$ cat config.mk
export PLATFORM = sky130hd
export DESIGN_NAME = slurm16_decode_top
export DESIGN_NICKNAME = d
export VERILOG_FILES = /design/src/verilog/slurm16_isa_pkg.sv /design/src/verilog/slurm16_pipe_pkg.sv /design/src/verilog/slurm16_ins_intake.sv /design/src/verilog/slurm16_ins_queue.sv /design/src/verilog/slurm16_cpu_decode.sv /design/src/verilog/slurm16_operand_fetch.sv /design/src/verilog/slurm16_decode_top.sv
export VERILOG_INCLUDE_DIRS = /design/src /design/src/verilog
export SDC_FILE = /design/constraint.sdc
export NUM_CORES = 1
export LEC_CHECK = 0
export BUFFER_PORTS_ARGS = -buffer_cell sky130_fd_sc_hd__buf_2
export CAP_MARGIN = 15
export CORE_UTILIZATION = 35
export CTS_CLUSTER_DIAMETER = 200
export CTS_CLUSTER_SIZE = 24
export DETAILED_ROUTE_END_ITERATION = 8
export PLACE_DENSITY = 0.61
export SLEW_MARGIN = 40
export SYNTH_ARGS = -nofsm -noshare
export SYNTH_HDL_FRONTEND = slang
export SYNTH_HIERARCHICAL = 1
export SYNTH_SLANG_ARGS = --single-unit
$ cat constraint.sdc
create_clock -name CLK -period 16 [get_ports CLK]
set_clock_uncertainty 0.15 [all_clocks]
set_input_delay 1.6 -clock CLK [delete_from_list [all_inputs] [get_ports CLK]]
set_output_delay 1.6 -clock CLK [all_outputs]
set_load 0.01 [all_outputs]
$ cat src/verilog/slurm16_consts.svh
// Widths and class codes are fixed by the SLURM16 encoding and shared by packages and RTL
`ifndef SLURM16_CONSTS_SVH
`define SLURM16_CONSTS_SVH

// Datapath and register select widths
`define SLURM16_BITS         16
`define SLURM16_REG_BITS     4
`define SLURM16_CLASS_BITS   4

// Fixed register numbers
`define SLURM16_LINK_REG     15
`define SLURM16_ILINK_REG    14

// Default instruction queue depth, power of two
`define SLURM16_QUEUE_DEPTH  4

// Field positions inside an instruction word
`define SLURM16_DEST_LSB     4
`define SLURM16_SRC_LSB      0
`define SLURM16_INDEX_LSB    8
`define SLURM16_IRET_BIT     0

// Instruction class codes from bits 15..12
`define SLURM16_CLASS_NOP             4'd0
`define SLURM16_CLASS_RET_IRET        4'd1
`define SLURM16_CLASS_ALU_SINGLE      4'd2
`define SLURM16_CLASS_ALU_REG_REG     4'd3
`define SLURM16_CLASS_COND_ALU_THREE  4'd4
`define SLURM16_CLASS_COND_MOV        4'd5
`define SLURM16_CLASS_ALU_REG_IMM     4'd6
`define SLURM16_CLASS_BRANCH          4'd7
`define SLURM16_CLASS_LOAD_STORE      4'd8
`define SLURM16_CLASS_BYTE_LOAD_STORE 4'd9
`define SLURM16_CLASS_BYTE_LOAD_SX    4'd10
`define SLURM16_CLASS_PEEK_POKE       4'd11

`endif

$ cat src/verilog/slurm16_isa_pkg.sv
// Instruction set types only, class codes 12 to 15 have no enum name and decode as undefined
`default_nettype none

`include "slurm16_consts.svh"

package slurm16_isa_pkg;

	// ******************************
	// Word and register types
	// ******************************

	// One instruction word as fetched
	typedef logic [`SLURM16_BITS-1:0] instruction_t;

	// Register number, r0 reads as zero
	typedef logic [`SLURM16_REG_BITS-1:0] reg_sel_t;

	// Register contents
	typedef logic [`SLURM16_BITS-1:0] reg_data_t;

	// ******************************
	// Instruction classes
	// ******************************

	// Top nibble of the word selects the class
	typedef enum logic [`SLURM16_CLASS_BITS-1:0] {
		cls_nop             = `SLURM16_CLASS_NOP,
		cls_ret_iret        = `SLURM16_CLASS_RET_IRET,
		cls_alu_single      = `SLURM16_CLASS_ALU_SINGLE,
		cls_alu_reg_reg     = `SLURM16_CLASS_ALU_REG_REG,
		cls_cond_alu_three  = `SLURM16_CLASS_COND_ALU_THREE,
		cls_cond_mov        = `SLURM16_CLASS_COND_MOV,
		cls_alu_reg_imm     = `SLURM16_CLASS_ALU_REG_IMM,
		cls_branch          = `SLURM16_CLASS_BRANCH,
		cls_load_store      = `SLURM16_CLASS_LOAD_STORE,
		cls_byte_load_store = `SLURM16_CLASS_BYTE_LOAD_STORE,
		cls_byte_load_sx    = `SLURM16_CLASS_BYTE_LOAD_SX,
		cls_peek_poke       = `SLURM16_CLASS_PEEK_POKE
	} ins_class_t;

endpackage

`default_nettype wire

$ cat src/verilog/slurm16_pipe_pkg.sv
// Pipeline control types, qptr_t is sized for the default queue depth only
`default_nettype none

`include "slurm16_consts.svh"

package slurm16_pipe_pkg;

	// Four-phase handshake progress, shared by intake and output port
	typedef enum logic [1:0] {
		idle,
		req_high,
		wait_ack_low
	} hs_state_t;

	// Queue pointer with one wrap bit above the index
	typedef logic [$clog2(`SLURM16_QUEUE_DEPTH):0] qptr_t;

endpackage

`default_nettype wire

$ cat src/verilog/slurm16_ins_intake.sv
// Sender must hold in_ins stable while in_req is high; one word per full four-phase cycle
`timescale 1ns/10ps
`default_nettype none

module slurm16_ins_intake
	import slurm16_isa_pkg::*, slurm16_pipe_pkg::*;
(
	input  wire          CLK,
	input  wire          rst,
	input  wire          in_req,
	input  instruction_t in_ins,
	output logic         in_ack,
	output logic         push,
	output instruction_t push_data,
	input  wire          full
);

	hs_state_t state;

	// Push exactly once, only from idle and only with room in the queue
	assign push = (state == idle) && in_req && !full;
	assign push_data = in_ins;

	// Ack follows the state register, one cycle after the push
	assign in_ack = (state == req_high);

	always_ff @(posedge CLK) begin
		if (rst) begin
			state <= idle;
		end else begin
			case (state)
				idle: begin
					if (push)
						state <= req_high;
				end
				// Hold ack until the sender lets go of req
				req_high: begin
					if (!in_req)
						state <= wait_ack_low;
				end
				// Ack is low now, one settle cycle before the next word
				wait_ack_low: state <= idle;
				default: state <= idle;
			endcase
		end
	end

endmodule

`default_nettype wire

$ cat src/verilog/slurm16_ins_queue.sv
// DEPTH must be 2 or 4 so the index wraps with qptr_t; push when full and pop when empty are dropped
`timescale 1ns/10ps
`default_nettype none

`include "slurm16_consts.svh"

module slurm16_ins_queue
	import slurm16_isa_pkg::*, slurm16_pipe_pkg::*;
#(
	parameter int DEPTH = `SLURM16_QUEUE_DEPTH
) (
	input  wire          CLK,
	input  wire          rst,
	input  wire          push,
	input  instruction_t push_data,
	input  wire          pop,
	output instruction_t pop_data,
	output logic         full,
	output logic         empty
);

	localparam int idx_bits = $clog2(DEPTH);

	instruction_t mem [DEPTH];
	qptr_t        wr_ptr;
	qptr_t        rd_ptr;
	qptr_t        fill;
	logic         do_push;
	logic         do_pop;

	// ******************************
	// Occupancy
	// ******************************

	// Pointer difference gives the word count, wrap bit included
	assign fill = wr_ptr - rd_ptr;
	assign full = (fill == qptr_t'(DEPTH));
	assign empty = (fill == '0);

	// Guard both ends so a stray strobe cannot corrupt the pointers
	assign do_push = push && !full;
	assign do_pop = pop && !empty;

	// Head word is visible without a pop, taken in the pop cycle
	assign pop_data = mem[rd_ptr[idx_bits-1:0]];

	// Storage array
	always_ff @(posedge CLK) begin
		if (do_push)
			mem[wr_ptr[idx_bits-1:0]] <= push_data;
	end

	// Pointers, push and pop may land in the same cycle
	always_ff @(posedge CLK) begin
		if (rst) begin
			wr_ptr <= '0;
			rd_ptr <= '0;
		end else begin
			if (do_push)
				wr_ptr <= wr_ptr + qptr_t'(1);
			if (do_pop)
				rd_ptr <= rd_ptr + qptr_t'(1);
		end
	end

endmodule

`default_nettype wire

$ cat src/verilog/slurm16_cpu_decode.sv
// Purely combinational and any class without register operands selects r0
`timescale 1ns/10ps
`default_nettype none

`include "slurm16_consts.svh"

module slurm16_cpu_decode
	import slurm16_isa_pkg::*;
(
	input  instruction_t instruction,
	output reg_sel_t     reg_a_sel,
	output reg_sel_t     reg_b_sel
);

	ins_class_t ins_class;
	reg_sel_t   dest;
	reg_sel_t   src;
	reg_sel_t   index;
	logic       is_iret;

	// ******************************
	// Field extraction
	// ******************************

	assign ins_class = ins_class_t'(instruction[`SLURM16_BITS-1 -: `SLURM16_CLASS_BITS]);
	assign dest = instruction[`SLURM16_DEST_LSB +: `SLURM16_REG_BITS];
	assign src = instruction[`SLURM16_SRC_LSB +: `SLURM16_REG_BITS];
	assign index = instruction[`SLURM16_INDEX_LSB +: `SLURM16_REG_BITS];

	// Low bit tells iret from ret
	assign is_iret = instruction[`SLURM16_IRET_BIT];

	// ******************************
	// Select per class
	// ******************************

	always_comb begin
		// Default both ports to r0
		reg_a_sel = '0;
		reg_b_sel = '0;

		case (ins_class)
			// Return address from link or interrupt link
			cls_ret_iret: begin
				if (is_iret)
					reg_a_sel = reg_sel_t'(`SLURM16_ILINK_REG);
				else
					reg_a_sel = reg_sel_t'(`SLURM16_LINK_REG);
			end
			// Single operand goes through port B
			cls_alu_single: begin
				reg_b_sel = src;
			end
			// Two register forms
			cls_alu_reg_reg, cls_cond_alu_three, cls_cond_mov: begin
				reg_a_sel = dest;
				reg_b_sel = src;
			end
			cls_alu_reg_imm: begin
				reg_a_sel = dest;
			end
			// Indirect branch target base
			cls_branch: begin
				reg_a_sel = index;
			end
			// Memory and IO, data reg on A and address base on B
			cls_load_store, cls_byte_load_store, cls_byte_load_sx, cls_peek_poke: begin
				reg_a_sel = dest;
				reg_b_sel = index;
			end
			// nop and codes 12 to 15
			default: ;
		endcase
	end

endmodule

`default_nettype wire

$ cat src/verilog/slurm16_operand_fetch.sv
// Register file is written only from outside while idle; a write to r0 is ignored
`timescale 1ns/10ps
`default_nettype none

`include "slurm16_consts.svh"

module slurm16_operand_fetch
	import slurm16_isa_pkg::*, slurm16_pipe_pkg::*;
(
	input  wire          CLK,
	input  wire          rst,
	input  wire          empty,
	output logic         pop,
	input  instruction_t pop_data,
	input  wire          wr_en,
	input  reg_sel_t     wr_sel,
	input  reg_data_t    wr_data,
	output logic         out_req,
	input  wire          out_ack,
	output instruction_t out_ins,
	output reg_sel_t     out_reg_a_sel,
	output reg_sel_t     out_reg_b_sel,
	output reg_data_t    out_reg_a_val,
	output reg_data_t    out_reg_b_val
);

	localparam int num_regs = 2 ** `SLURM16_REG_BITS;

	hs_state_t state;
	// r0 has no storage
	reg_data_t regs [1:num_regs-1];
	reg_sel_t  dec_a_sel;
	reg_sel_t  dec_b_sel;
	reg_data_t rd_a_val;
	reg_data_t rd_b_val;

	slurm16_cpu_decode u_decode (
		.instruction (pop_data),
		.reg_a_sel   (dec_a_sel),
		.reg_b_sel   (dec_b_sel)
	);

	// Take the head word only while the output port is free
	assign pop = !empty && (state == idle);
	assign out_req = (state == req_high);

	// Read ports, r0 forced to zero
	assign rd_a_val = (dec_a_sel == '0) ? '0 : regs[dec_a_sel];
	assign rd_b_val = (dec_b_sel == '0) ? '0 : regs[dec_b_sel];

	// External write port
	always_ff @(posedge CLK) begin
		if (wr_en && (wr_sel != '0))
			regs[wr_sel] <= wr_data;
	end

	// Capture word and operands at pop, held through the handshake
	always_ff @(posedge CLK) begin
		if (pop) begin
			out_ins <= pop_data;
			out_reg_a_sel <= dec_a_sel;
			out_reg_b_sel <= dec_b_sel;
			out_reg_a_val <= rd_a_val;
			out_reg_b_val <= rd_b_val;
		end
	end

	// Output four-phase sequence
	always_ff @(posedge CLK) begin
		if (rst) begin
			state <= idle;
		end else begin
			case (state)
				idle: if (pop) state <= req_high;
				req_high: if (out_ack) state <= wait_ack_low;
				wait_ack_low: if (!out_ack) state <= idle;
				default: state <= idle;
			endcase
		end
	end

endmodule

`default_nettype wire

$ cat src/verilog/slurm16_decode_top.sv
// Front end only, no execute, writeback or hazard logic; load registers only while the pipe is empty
`timescale 1ns/10ps
`default_nettype none

`include "slurm16_consts.svh"

module slurm16_decode_top
	import slurm16_isa_pkg::*;
(
	input  wire          CLK,
	input  wire          rst,
	input  wire          in_req,
	input  instruction_t in_ins,
	output logic         in_ack,
	input  wire          wr_en,
	input  reg_sel_t     wr_sel,
	input  reg_data_t    wr_data,
	output logic         out_req,
	input  wire          out_ack,
	output instruction_t out_ins,
	output reg_sel_t     out_reg_a_sel,
	output reg_sel_t     out_reg_b_sel,
	output reg_data_t    out_reg_a_val,
	output reg_data_t    out_reg_b_val
);

	// Intake to queue
	logic         push;
	instruction_t push_data;
	logic         full;

	// Queue to operand fetch
	logic         pop;
	instruction_t pop_data;
	logic         empty;

	slurm16_ins_intake u_intake (
		.CLK       (CLK),
		.rst       (rst),
		.in_req    (in_req),
		.in_ins    (in_ins),
		.in_ack    (in_ack),
		.push      (push),
		.push_data (push_data),
		.full      (full)
	);

	slurm16_ins_queue #(
		.DEPTH (`SLURM16_QUEUE_DEPTH)
	) u_queue (
		.CLK       (CLK),
		.rst       (rst),
		.push      (push),
		.push_data (push_data),
		.pop       (pop),
		.pop_data  (pop_data),
		.full      (full),
		.empty     (empty)
	);

	slurm16_operand_fetch u_fetch (
		.CLK           (CLK),
		.rst           (rst),
		.empty         (empty),
		.pop           (pop),
		.pop_data      (pop_data),
		.wr_en         (wr_en),
		.wr_sel        (wr_sel),
		.wr_data       (wr_data),
		.out_req       (out_req),
		.out_ack       (out_ack),
		.out_ins       (out_ins),
		.out_reg_a_sel (out_reg_a_sel),
		.out_reg_b_sel (out_reg_b_sel),
		.out_reg_a_val (out_reg_a_val),
		.out_reg_b_val (out_reg_b_val)
	);

endmodule

`default_nettype wire

==> summary.md <==
| Metric | Value |
|---|---|
| Worst-skew pair later-pin latency | `between 0.5 and 0.6 ns` |
| Fmax | `213.4 MHz` |
| WHS | `0.4060 ns` |
| Yosys warns | `6` |
| Sum Neg Setup Slack | `0 ns` |
| Most common cell type on the critical path | `buf_4` |
| RSZ-0062 raised after global routing | `false` |
| First-pass GRT wire length | `around 62 mm` |
| Vias | `9376` |
| DRC | `0` |
| Core area | `approximately 46000 sq um` |
| H-tree depth | `1` |
| Count of pins over their slew limit | `0` |
| Cts repair resizes | `0` |
| Critical path cell sequence | `buf_4, mux4_2, nor2b_1, a221oi_1, a221o_4, buf_4, or3b_2, o22ai_1, a211oi_1, o21ai_1` |
| Number of setup violations in the final report | `0` |
| Layout Nets | `roughly 1.1k` |
| Die Y | `roughly 220 um` |
| CTS tree | `done` |
| Seq/Total Area, Yosys | `67.63%` |
| # port buffers | `98` |
| Root buffer cell | `clkbuf_16` |
| Slowest-stage cell, CP | `or3b_2` |
| Post-CTS Setup Inserts | `0` |
| Die area | `between 40000 and 50000 sq um` |
| Synth Net Count | `~1k` |
| WP data arrival | `around 4.9 ns` |
| Crit path capture type | `flip-flop` |
| Final wirelength | `about 42 mm` |
| Area Overhead vs Synth | `10.28%` |
| CP max FO | `29` |
| Leakage power | `5.791 nW` |
| Post-route minimum period | `~4.7 ns` |
| Period utilisation layout | `approximately 30%` |
| Overflow after GRT | `0` |
| PwrDens | `roughly 170 nW/um^2` |
| Critical Path Start Type | `flip-flop` |
| Syn Inst Count | `978` |
| Async SR Flop Fraction | `0%` |
| Largest stage delay on the critical path | `0.78 ns` |
| Final hold vios | `0` |
| HP Class | `reg -> reg` |
| CTS Sinks | `372` |
| Bufs on Longest Clock Path | `3` |
| Mapped Avg Cell Area | `between 15 and 20 sq um` |
| Layout cell share with drive strength beyond 1 | `23.24%` |
| Synth Flop Type | `edfxtp_1` |
| Seq cells post-synth | `roughly 370` |
| Maxcap violations | `0` |
| CP required | `16.22 ns` |
| Mapped Area | `16340 sq um` |
| VDD IR max | `approximately 93 uV` |
| Wirelength per Cell | `25.64 um` |
| Initial Utilization | `35.77%` |
| I/O Pins | `slightly below 100` |
| Clock transition at path regs | `roughly 0.1 ns` |
| Detail Placement HPWL | `about 27 mm` |
| Post-CTS Hold Fix Bufs | `0` |
| Tightest Pin Transition | `0.8878 ns` |
| Die width | `approximately 220 um` |
| GRT Resource Usage Total | `between 15 and 20%` |
| Number of global-route vias before repair | `roughly 9.6k` |
| Synth cell types | `51` |
| Antenna violations before repair | `7` |
| Drt via density | `around 5.7` |
| Floorplan row count | `78` |
| Status | `finished clean` |
| TritonCTS Buffers | `19` |
| Initial DRT Pass Iterations | `5` |
| Number of synthesized flops with an enable pin | `360` |
| GPL Wtd Cong | `between 0.8 and 0.9` |
| Post-DRT Antenna Nets | `0` |
| Crit Path Class | `reg -> reg` |
| 1st-iter DRT viols | `around 780` |
| Worst rel slew slack | `between 40% and 50%` |
| Pin count of the biggest net entering global routing | `60` |
-- final timing paths --
kind	slack, ns	end	start	cells past startpoint
min reg2reg	0.41	flip-flop	u_queue/rd_ptr[1]$_SDFFE_PP0P_	2
min	0.41	flip-flop	u_queue/rd_ptr[1]$_SDFFE_PP0P_	2
max reg2reg	11.31	u_fetch/out_reg_a_val[11]$_SDFFCE_PN0P_	flip-flop	10
max	11.31	u_fetch/out_reg_a_val[11]$_SDFFCE_PN0P_	flip-flop	10
-- per-layer routing --
layer | wire [um] | GRT usage [%] | share of wire, % | vias up
li1 | - | - | - | 4070
met1 | 18210 | 24.36 | 43 | 4854
met2 | 19970 | 28.43 | 47 | 380
met3 | 3197 | 3.668 | 7.5 | 66
met4 | 1041 | 4.802 | 2.5 | 6
met5 | 39 | 0 | 0.092 | -
-- stage by stage --
step	util, %	cells	worst slack [ns]	instance area, sq um	power, mW
finish	39.45	1656	11.31	18020	3.045
global route	39.45	1655	11.16	18020	3.171
CTS	39.43	1654	11.28	18010	3.060
detailed placement	38.29	1628	11.29	17490	2.538
global placement	38.06	1622	11.12	17380	2.508
floorplan	-	978	9.832	16340	2.120
-- flip-flops by register name, indices dropped and copies added (netlist names), named ones only --
name / count
u_queue/wr_ptr: 3
u_fetch/out_reg_a_val: 16
u_fetch/regs: 240
u_fetch/state: 2
u_fetch/out_ins: 16
u_fetch/out_reg_a_sel: 4
u_intake/state: 2
u_fetch/out_reg_b_sel: 4
u_queue/rd_ptr: 3
u_fetch/out_reg_b_val: 16
u_queue/mem: 64
-- cell families after synthesis --
kind of cell | after synthesis | share of synthesized area [%]
mux | 213 | 16.81
simple gates | 107 | 3.477
buf+inv | 90 | 3.362
xor+xnor | 5 | 0.3140
fa+ha+maj | 7 | 0.5360
flops | 372 | 67.63
compound gates | 184 | 7.872
-- cells in the final DEF, fill, tap and decap left out, types with 5 or more instances in the layout --
cell	synthesis	final
nor2_1	53	41
a22oi_1	32	32
clkbuf_16	0	19
o22ai_1	32	32
o211ai_1	32	32
mux4_2	48	48
or3b_2	2	5
mux2i_1	160	160
nor3_2	1	5
a211oi_1	32	32
nand3b_1	5	5
and2_2	0	5
dfxtp_1	12	12
buf_2	21	98
nand2_1	5	5
nand2b_1	5	5
ha_1	7	7
buf_4	35	28
nor2b_1	9	9
inv_1	9	9
o21ai_1	21	21
o21ai_0	12	12
clkbuf_1	16	5
edfxtp_1	360	360
nor2_2	0	9
-- cell usage after synthesis, types with 8 or more instances --
cell      count  area, sq um
mux2i_1     160         1602
a22oi_1      32        240.2
inv_1         9        33.78
buf_2        21        105.1
o21ai_0      12        60.06
mux4_2       48         1081
nor2b_1       9        56.30
a211oi_1     32        240.2
buf_4        35        262.8
clkbuf_1     16        60.06
dfxtp_1      12        240.2
nor3_1        8        40.04
edfxtp_1    360        10810
o21ai_1      21        105.1
o211ai_1     32        240.2
o22ai_1      32        200.2
nor2_1       53        198.9
-- final cells by class --
| cell class | count | area [sq um] |
|---|---|---|
| diodes | 2 | 5.005 |
| clock buffers | 24 | 494.2 |
| clock inverters | 2 | 25.02 |
| fillers | 4241 | 27660 |
| inverters | 9 | 33.78 |
| multi-input cells | 516 | 4898 |
| flip-flops and latches | 372 | 11050 |
| well taps | 600 | 750.7 |
| repair buffers | 131 | 760.7 |
-- worst max-delay path, delay by kind of cell (launching register included) --
kind                   cells  cell delay [ns]
DFF                        1             0.32
buffers and inverters      2             0.81
and+or+nand+nor            2             0.99
muxes                      1             0.69
AOI/OAI and AO/OA          5             1.53
-- where the power goes --
part           total, mW  leakage [nW]  internal [mW]  switching (mW)
Combinational       1.22          2.16          0.457           0.764
Clock              0.523         0.251          0.222           0.301
Sequential          1.30          3.38           1.24          0.0613
Total               3.04          5.79           1.92            1.13
Power figures use the tool's default switching activity.
